--- config.mk ---
export PLATFORM = sky130hd
export DESIGN_NAME = ps_reg_bridge
export DESIGN_NICKNAME = d
export VERILOG_FILES = /design/src/common/reg_map_pkg.sv /design/src/common/ps_req_if.sv /design/src/common/ps_rsp_if.sv /design/src/hdl/ps_reg_bridge.sv /design/src/hdl/ps_req_capture.sv /design/src/hdl/ps_resp_gen.sv /design/src/reg_map/reg_map.sv
export SDC_FILE = /design/constraint.sdc
export NUM_CORES = 2
export LEC_CHECK = 0
export ABC_AREA = 1
export BUFFER_PORTS_ARGS = -buffer_cell sky130_fd_sc_hd__buf_2
export CORE_AREA = 2 2 453 455
export CTS_CLUSTER_DIAMETER = 100
export DETAILED_ROUTE_END_ITERATION = 7
export DIE_AREA = 0 0 455 457
export PLACE_DENSITY = 0.43
export SLEW_MARGIN = 10
export SYNTH_ARGS = -nofsm -noshare
export SYNTH_HDL_FRONTEND = slang
export SYNTH_SLANG_ARGS = --single-unit
--- constraint.sdc ---
create_clock -name clk -period 8.4 [get_ports clk]
set_input_delay 1.68 -clock clk [delete_from_list [all_inputs] [get_ports clk]]
set_output_delay 1.68 -clock clk [all_outputs]
set_load 0.02 [all_outputs]
--- src/common/reg_map_pkg.sv ---
`default_nettype none

package reg_map_pkg;

	localparam int MEM_SIZE = 16;

	typedef logic [3:0] idx_t;
	typedef logic [31:0] word_t;
	typedef logic [1:0] resp_t;

	localparam resp_t RESP_OKAY = 2'd0;
	localparam resp_t RESP_SLVERR = 2'd2;

	// Register indices
	localparam idx_t VERSION_ID = 4'd0;
	localparam idx_t MEM_SIZE_ID = 4'd1;
	localparam idx_t MAX_BURST_ID = 4'd2;
	localparam idx_t BURST_SIZE_ID = 4'd3;
	localparam idx_t SCALE_ID = 4'd4;
	localparam idx_t POLL_BASE_ID = 4'd5;
	localparam idx_t POLL_END_ID = 4'd8; // One past the last poll register
	localparam idx_t TEST_BASE_ID = 4'd12;

	function automatic logic is_readonly(idx_t idx);
		return idx <= MAX_BURST_ID;
	endfunction

	function automatic logic is_poll(idx_t idx);
		return idx >= POLL_BASE_ID && idx < POLL_END_ID;
	endfunction

	function automatic logic is_test(idx_t idx);
		return idx >= TEST_BASE_ID;
	endfunction

	// Value of a register right after reset
	function automatic word_t reset_value(idx_t idx, word_t fw_version, word_t max_burst);
		case (idx)
			VERSION_ID: return fw_version;
			MEM_SIZE_ID: return word_t'(MEM_SIZE);
			MAX_BURST_ID: return max_burst;
			BURST_SIZE_ID, SCALE_ID: return '0;
			default: return '1;
		endcase
	endfunction

endpackage

`default_nettype wire

--- src/common/ps_req_if.sv ---
`default_nettype none

// Pending PS requests, capture stage to register map
interface ps_req_if;
	import reg_map_pkg::*;

	logic wr_pending;
	idx_t wr_index;
	word_t wr_data;
	logic rd_pending;
	idx_t rd_index;
	logic wr_done; // Pulse in accept cycle
	logic rd_done;

	modport capture (
		output wr_pending, wr_index, wr_data, rd_pending, rd_index,
		input wr_done, rd_done
	);

	modport map (
		input wr_pending, wr_index, wr_data, rd_pending, rd_index,
		output wr_done, rd_done
	);

endinterface

`default_nettype wire

--- src/common/ps_rsp_if.sv ---
`default_nettype none

// Responses from the register map and holder status back to it
interface ps_rsp_if;
	import reg_map_pkg::*;

	logic wresp_load;
	resp_t wresp;
	logic rdata_load;
	word_t rdata;
	logic wslot_free; // Write response holder empty
	logic rslot_free;

	modport map (
		output wresp_load, wresp, rdata_load, rdata,
		input wslot_free, rslot_free
	);

	modport resp (
		input wresp_load, wresp, rdata_load, rdata,
		output wslot_free, rslot_free
	);

endinterface

`default_nettype wire

--- src/hdl/ps_reg_bridge.sv ---
`default_nettype none

module ps_reg_bridge #(
	parameter reg_map_pkg::word_t FIRMWARE_VERSION = 32'h0001_0203,
	parameter int MAX_BURST = 64,
	parameter int MAX_SCALE = 8
) (
	input logic clk,
	input logic rst,
	// PS side
	input logic ps_waddr_valid,
	input reg_map_pkg::idx_t ps_waddr,
	input logic ps_wdata_valid,
	input reg_map_pkg::word_t ps_wdata,
	input logic ps_raddr_valid,
	input reg_map_pkg::idx_t ps_raddr,
	input logic ps_rsp_rdy,
	output logic ps_wr_busy,
	output logic ps_rd_busy,
	output logic ps_wresp_valid,
	output reg_map_pkg::resp_t ps_wresp,
	output logic ps_rdata_valid,
	output reg_map_pkg::word_t ps_rdata,
	// RTL side
	input logic [reg_map_pkg::MEM_SIZE-1:0] rtl_write_reqs,
	input reg_map_pkg::word_t [reg_map_pkg::MEM_SIZE-1:0] rtl_wd_in,
	input logic [reg_map_pkg::MEM_SIZE-1:0] rtl_read_reqs,
	input logic [reg_map_pkg::MEM_SIZE-1:0] rtl_rdy,
	input logic clr_rd_out,
	output reg_map_pkg::word_t [reg_map_pkg::MEM_SIZE-1:0] rtl_rd_out,
	output logic [reg_map_pkg::MEM_SIZE-1:0] fresh_bits
);

	ps_req_if req_bus ();
	ps_rsp_if rsp_bus ();

	ps_req_capture capture0 (
		.clk(clk),
		.rst(rst),
		.ps_waddr_valid(ps_waddr_valid),
		.ps_wdata_valid(ps_wdata_valid),
		.ps_raddr_valid(ps_raddr_valid),
		.ps_waddr(ps_waddr),
		.ps_raddr(ps_raddr),
		.ps_wdata(ps_wdata),
		.req(req_bus.capture),
		.wr_busy(ps_wr_busy),
		.rd_busy(ps_rd_busy)
	);

	reg_map #(
		.FIRMWARE_VERSION(FIRMWARE_VERSION),
		.MAX_BURST(MAX_BURST),
		.MAX_SCALE(MAX_SCALE)
	) map0 (
		.clk(clk),
		.rst(rst),
		.req(req_bus.map),
		.rsp(rsp_bus.map),
		.rtl_write_reqs(rtl_write_reqs),
		.rtl_read_reqs(rtl_read_reqs),
		.rtl_rdy(rtl_rdy),
		.rtl_wd_in(rtl_wd_in),
		.clr_rd_out(clr_rd_out),
		.rtl_rd_out(rtl_rd_out),
		.fresh_bits(fresh_bits)
	);

	ps_resp_gen resp0 (
		.clk(clk),
		.rst(rst),
		.rsp(rsp_bus.resp),
		.ps_rsp_rdy(ps_rsp_rdy),
		.ps_wresp_valid(ps_wresp_valid),
		.ps_rdata_valid(ps_rdata_valid),
		.ps_wresp(ps_wresp),
		.ps_rdata(ps_rdata)
	);

endmodule

`default_nettype wire

--- src/hdl/ps_req_capture.sv ---
`default_nettype none

module ps_req_capture (
	input logic clk,
	input logic rst,
	input logic ps_waddr_valid,
	input logic ps_wdata_valid,
	input logic ps_raddr_valid,
	input reg_map_pkg::idx_t ps_waddr,
	input reg_map_pkg::idx_t ps_raddr,
	input reg_map_pkg::word_t ps_wdata,
	ps_req_if.capture req,
	output logic wr_busy,
	output logic rd_busy
);

	logic have_waddr;
	logic have_wdata;
	logic rd_held;

	// Address and data may arrive in either order
	always_ff @(posedge clk) begin
		if (rst) begin
			have_waddr <= 1'b0;
			have_wdata <= 1'b0;
			rd_held <= 1'b0;
		end else begin
			if (req.wr_done) begin
				have_waddr <= 1'b0;
				have_wdata <= 1'b0;
			end
			if (ps_waddr_valid)
				have_waddr <= 1'b1;
			if (ps_wdata_valid)
				have_wdata <= 1'b1;

			if (req.rd_done)
				rd_held <= 1'b0;
			if (ps_raddr_valid)
				rd_held <= 1'b1;
		end
	end

	always_ff @(posedge clk) begin
		if (ps_waddr_valid)
			req.wr_index <= ps_waddr;
		if (ps_wdata_valid)
			req.wr_data <= ps_wdata;
		if (ps_raddr_valid)
			req.rd_index <= ps_raddr;
	end

	assign req.wr_pending = have_waddr && have_wdata;
	assign req.rd_pending = rd_held;

	assign wr_busy = req.wr_pending; // Held until the edge after wr_done
	assign rd_busy = req.rd_pending;

endmodule

`default_nettype wire

--- src/hdl/ps_resp_gen.sv ---
`default_nettype none

module ps_resp_gen (
	input logic clk,
	input logic rst,
	ps_rsp_if.resp rsp,
	input logic ps_rsp_rdy,
	output logic ps_wresp_valid,
	output logic ps_rdata_valid,
	output reg_map_pkg::resp_t ps_wresp,
	output reg_map_pkg::word_t ps_rdata
);

	always_ff @(posedge clk) begin
		if (rst) begin
			ps_wresp_valid <= 1'b0;
			ps_rdata_valid <= 1'b0;
		end else begin
			if (ps_rsp_rdy) begin // Taken by the PS side
				ps_wresp_valid <= 1'b0;
				ps_rdata_valid <= 1'b0;
			end
			// Loads only arrive into an empty holder
			if (rsp.wresp_load)
				ps_wresp_valid <= 1'b1;
			if (rsp.rdata_load)
				ps_rdata_valid <= 1'b1;
		end
	end

	always_ff @(posedge clk) begin
		if (rsp.wresp_load)
			ps_wresp <= rsp.wresp;
		if (rsp.rdata_load)
			ps_rdata <= rsp.rdata;
	end

	assign rsp.wslot_free = !ps_wresp_valid;
	assign rsp.rslot_free = !ps_rdata_valid;

endmodule

`default_nettype wire

--- src/reg_map/reg_map.sv ---
`default_nettype none

module reg_map #(
	parameter reg_map_pkg::word_t FIRMWARE_VERSION = 32'h0001_0203,
	parameter int MAX_BURST = 64,
	parameter int MAX_SCALE = 8
) (
	input logic clk,
	input logic rst,
	ps_req_if.map req,
	ps_rsp_if.map rsp,
	input logic [reg_map_pkg::MEM_SIZE-1:0] rtl_write_reqs,
	input logic [reg_map_pkg::MEM_SIZE-1:0] rtl_read_reqs,
	input logic [reg_map_pkg::MEM_SIZE-1:0] rtl_rdy,
	input reg_map_pkg::word_t [reg_map_pkg::MEM_SIZE-1:0] rtl_wd_in,
	input logic clr_rd_out,
	output reg_map_pkg::word_t [reg_map_pkg::MEM_SIZE-1:0] rtl_rd_out,
	output logic [reg_map_pkg::MEM_SIZE-1:0] fresh_bits
);

	import reg_map_pkg::*;

	localparam word_t MAX_BURST_W = word_t'(MAX_BURST);
	localparam word_t MAX_SCALE_W = word_t'(MAX_SCALE);
	localparam idx_t LAST_ID = idx_t'(MEM_SIZE - 1);

	word_t [MEM_SIZE-1:0] mem;
	logic [MEM_SIZE-1:0] rtl_wr_eff;
	logic [MEM_SIZE-1:0] rtl_rd_eff;
	logic ps_wr_accept;
	logic ps_rd_accept;
	idx_t wr_next;
	word_t wr_word;

	// Filter raw RTL requests by register class
	always_comb begin
		for (int i = 0; i < MEM_SIZE; i++) begin
			if (is_poll(idx_t'(i))) begin
				rtl_rd_eff[i] = fresh_bits[i] && rtl_rdy[i];
				rtl_wr_eff[i] = 1'b0;
			end else if (is_readonly(idx_t'(i))) begin
				rtl_rd_eff[i] = rtl_read_reqs[i];
				rtl_wr_eff[i] = 1'b0;
			end else begin
				rtl_rd_eff[i] = rtl_read_reqs[i];
				rtl_wr_eff[i] = rtl_write_reqs[i];
			end
		end
	end

	// RTL side has priority on the same index
	assign ps_wr_accept = req.wr_pending && rsp.wslot_free
		&& !rtl_wr_eff[req.wr_index] && !rtl_rd_eff[req.wr_index];
	assign ps_rd_accept = req.rd_pending && rsp.rslot_free
		&& !rtl_wr_eff[req.rd_index] && !rtl_rd_eff[req.rd_index];

	assign req.wr_done = ps_wr_accept;
	assign req.rd_done = ps_rd_accept;

	assign rsp.wresp_load = ps_wr_accept;
	assign rsp.wresp = is_readonly(req.wr_index) ? RESP_SLVERR : RESP_OKAY;
	assign rsp.rdata_load = ps_rd_accept;
	assign rsp.rdata = mem[req.rd_index];

	assign wr_next = req.wr_index + 4'd1; // Test pair neighbor

	// Word stored at the written index
	always_comb begin
		case (req.wr_index)
			BURST_SIZE_ID: wr_word = (req.wr_data > MAX_BURST_W) ? MAX_BURST_W : req.wr_data;
			SCALE_ID: wr_word = (req.wr_data > MAX_SCALE_W) ? MAX_SCALE_W : req.wr_data;
			default: wr_word = is_test(req.wr_index) ? req.wr_data - 32'd10 : req.wr_data;
		endcase
	end

	always_ff @(posedge clk) begin
		if (rst) begin
			fresh_bits <= '0;
			rtl_rd_out <= '0;
			for (int i = 0; i < MEM_SIZE; i++)
				mem[i] <= reset_value(idx_t'(i), FIRMWARE_VERSION, MAX_BURST_W);
		end else begin
			for (int i = 0; i < MEM_SIZE; i++) begin
				if (rtl_wr_eff[i]) begin
					mem[i] <= rtl_wd_in[i];
					fresh_bits[i] <= 1'b1;
				end
				if (clr_rd_out) begin
					rtl_rd_out[i] <= '0;
				end else if (rtl_rd_eff[i]) begin
					rtl_rd_out[i] <= mem[i];
					if (!rtl_wr_eff[i])
						fresh_bits[i] <= 1'b0;
				end
			end

			// PS updates come last so they win on a shared index
			if (ps_wr_accept && !is_readonly(req.wr_index)) begin
				mem[req.wr_index] <= wr_word;
				fresh_bits[req.wr_index] <= 1'b1;
				if (is_test(req.wr_index) && req.wr_index != LAST_ID) begin
					mem[wr_next] <= req.wr_data + 32'd10;
					fresh_bits[wr_next] <= 1'b1;
				end
			end

			if (ps_rd_accept)
				fresh_bits[req.rd_index] <= 1'b0;
		end
	end

endmodule

`default_nettype wire

==> flow_metrics.py <==
metrics = {
    "place": {
        "portBuffers": 957,
        "dp_hpwl_um": 233800,
        "dp_cells": 9924,
        "globalplace.congestion": 0.9186,
    },
    "worst_setup_path": {
        "crit_type": "input pin to flip-flop",
        "cp-end-kind": "flip-flop",
        "critPathTopFamily": "buffers and inverters",
        "cp_slowest_cell": "buf_4",
        "path_cells": "buf_2 > buf_4 > inv_1 > nand2_1 > nand2_1 > nand4_1 > nand2_1 > nand2_1 > nor2_4 > nand2_8 > buf_4 > buf_4 > o21ai_0 > inv_1 > nor2_1",
        "cp.arrival_ns": 5.61,
        "cp-start-kind": "input pin",
        "max_stage_delay_ns": 0.84,
        "crit_fanout": 84,
        "cp.buffers_inverters": 6,
        "cp.required_ns": 9.07,
        "cpMostUsedCell": "nand2_1",
    },
    "synth": {
        "synth_top_area_cell": "dfxtp_1",
        "synthFlopType": "dfxtp_1",
        "synth_top_family_by_area": "compound AO/OA/AOI/OAI gates",
        "synth_seq_cells": 1118,
        "synthAdderAreaFrac_pct": 0.07775,
        "synth_top_area_share_pct": 43.33,
        "syn_avg_cell_area_um2": 7.212,
        "syn_nets": 7304,
        "synth.area.mux_share_pct": 0.7671,
        "synthDistinctLibCells": 37,
        "syn-instance-count": 6694,
        "synth_xor_area_share_pct": 0.3810,
        "synthSimpleGateAreaFrac_pct": 20.95,
        "synth_seq_area_share_pct": 47.87,
        "synth_compound_area_share_pct": 21.44,
        "synth_edf_count": 73,
        "netlist_area_um2": 48280,
        "synth.area.top_cells": "dfxtp_1 43%, nand2_1 11%, o21ai_0 10%, a21oi_1 6.9%, edfxtp_1 4.5%",
        "synth-async-reset-ratio_pct": 0,
        "ys_warn_count": 0,
    },
    "pwr": {
        "power_mw": 14.46,
        "power.density_nw_per_um2": 240.3,
        "total_leakage_power_nw": 27.36,
        "irDropWorstVdd_mv": 0.2115,
    },
    "finish": {
        "layout-drive-gt1-share_pct": 17.74,
        "nets": 7989,
        "area_growth_pct": 24.64,
        "final_cells": 10210,
    },
    "sta": {
        "max_slew_margin_pct": 15.40,
        "maxSlewViolCount": 0,
        "fmax_ghz": 0.2023,
        "fin_crit_sh_pct": 58.85,
        "finalSetupViolCount": 0,
        "min_period_ns": 4.943,
        "report.final.hold_viol_count": 0,
        "skew_ns": 0.04162,
        "rsz0062_at_grt": "no",
        "hold_ws_ns": 0.4283,
        "tightest_slew_ns": 1.256,
        "finalSetupTns_ns": 0,
    },
    "outcome": {
        "outcome": "finished clean",
    },
    "die": {
        "rows": 166,
        "fp.dieArea_um2": 207900,
        "fp.dieH_um": 457,
        "die_x_um": 455,
        "core-area_um2": 203300,
        "start_util_pct": 23.74,
        "io_pins": 1173,
    },
    "detailed_routing": {
        "detail_route.vias_per_cell": 5.109,
        "wl_per_cell_um": 30.83,
        "dr.pass1.iters": 6,
        "vias": 52150,
        "ant_nets": 0,
        "drc": 0,
        "drt_iter0_drc": 6078,
        "routed_wl_um": 314600,
    },
    "worst_hold_path": {
        "min_path_type": "flip-flop to flip-flop",
    },
    "cts": {
        "insertion_delay_ns": 0.83,
        "cts_tree": "yes",
        "cts.sinks": 1118,
        "postCtsSetupRepairBufs": 0,
        "h-tree-depth": 4,
        "postCtsHoldBufs": 0,
        "cts_resized": 0,
        "cts_inserted_buffers": 141,
        "clockRootBuffer": "clkbuf_16",
        "clockBufferDepth": 3,
        "clkTransAtPathRegs_ns": 0.06,
    },
    "global_routing": {
        "antenna_found_initial": 66,
        "track_usage_pct": 28.98,
        "grt_pass1_vias": 47410,
        "grt_pass1_wl_um": 413700,
        "overflow": 0,
        "grt_max_degree": 200,
    },
    "run": {
        "drv_cap": 0,
    },
}
## power breakdown
group,switching [mW],internal (mW)
combinational,1.79,0.509
clock,2.65,3.75
sequential,0.149,5.62
total,4.59,9.87
## logic make-up after synthesis
logic type	Yosys count
multiplexers	37
other	1
buffers and inverters	1075
flip-flops	1118
AO/OA/AOI/OAI	1949
AND/OR/NAND/NOR	2490
adder cells (fa/ha/maj)	3
XOR/XNOR	21
## flip-flops by register name (all words and copies together) (netlist names)
name and flops:
capture0.req.rd_index 4, resp0.ps_rdata_valid 1, resp0.ps_rdata 32, capture0.req.wr_index 4
resp0.ps_wresp 1, map0.fresh_bits 16, capture0.req.wr_data 32, capture0.have_waddr 1
capture0.rd_busy 1, map0.mem 512, map0.rtl_rd_out 512, capture0.have_wdata 1
resp0.ps_wresp_valid 1
## tightest hold or removal path: stages, from the launching register on
cell	delay [ns]
dfxtp_1	0.30
inv_1	0.05
nand2_1	0.05
## synthesized netlist by cell type, types with 32 or more instances
master,count
dfxtp_1,1045
clkbuf_1,419
a22oi_1,50
o22ai_1,173
buf_2,53
a21oi_1,670
nor2_1,511
o21ai_0,961
nand2_1,1472
inv_1,557
nand3_1,354
buf_1,32
nand4_1,62
nor3_1,56
mux2i_1,37
a211oi_1,64
edfxtp_1,73
## routing by layer
layer / wire [um] / vias to the layer above / track usage, %
met4: 20700 / 22 / 16.84
met3: 26380 / 503 / 6.300
li1: - / 23690 / -
met1: 131000 / 25320 / 37.67
met5: 130 / - / 0
met2: 136500 / 2620 / 43.92
## stage by stage
step	util, %	setup WS [ns]	cell area (um2)
2_1_floorplan	-	4.616	48280
3_3_place_gp	27.21	2.649	55320
3_5_place_dp	27.21	2.647	55320
4_1_cts	29.55	3.544	60090
5_1_grt	29.56	3.225	60110
6_report	29.59	3.457	60170
## layout by cell type (no fill, tap or decap), types with 145 or more instances in the layout
master	n
nand2_1	1469
dfxtp_1	1045
o21ai_0	960
buf_2	956
a21oi_1	670
inv_1	554
nor2_1	501
nand3_1	345
o22ai_1	173
clkbuf_16	145
## layout make-up
cell class	count	area, um2
Clock inverter	42	576.8
Tap cell	2688	3363
Clock buffer	208	4195
Antenna cell	33	82.58
Multi-Input combinational cell	4501	21190
Sequential cell	1118	23110
Timing Repair Buffer	1048	5508
Inverter	569	2148
Fill cell	22580	143200
## worst paths after layout
| path | to | slack, ns | cells after the start | startpoint |
|---|---|---|---|---|
| max | map0.fresh_bits[15] | 3.46 | 15 | rtl_write_reqs[9] |
| min | map0.mem[70] | 0.43 | 2 | map0.mem[70] |
| max reg2reg | map0.fresh_bits[15] | 3.54 | 14 | capture0.req.wr_index[1] |
| min reg2reg | map0.mem[70] | 0.43 | 2 | map0.mem[70] |
Power figures use the tool's default switching activity.
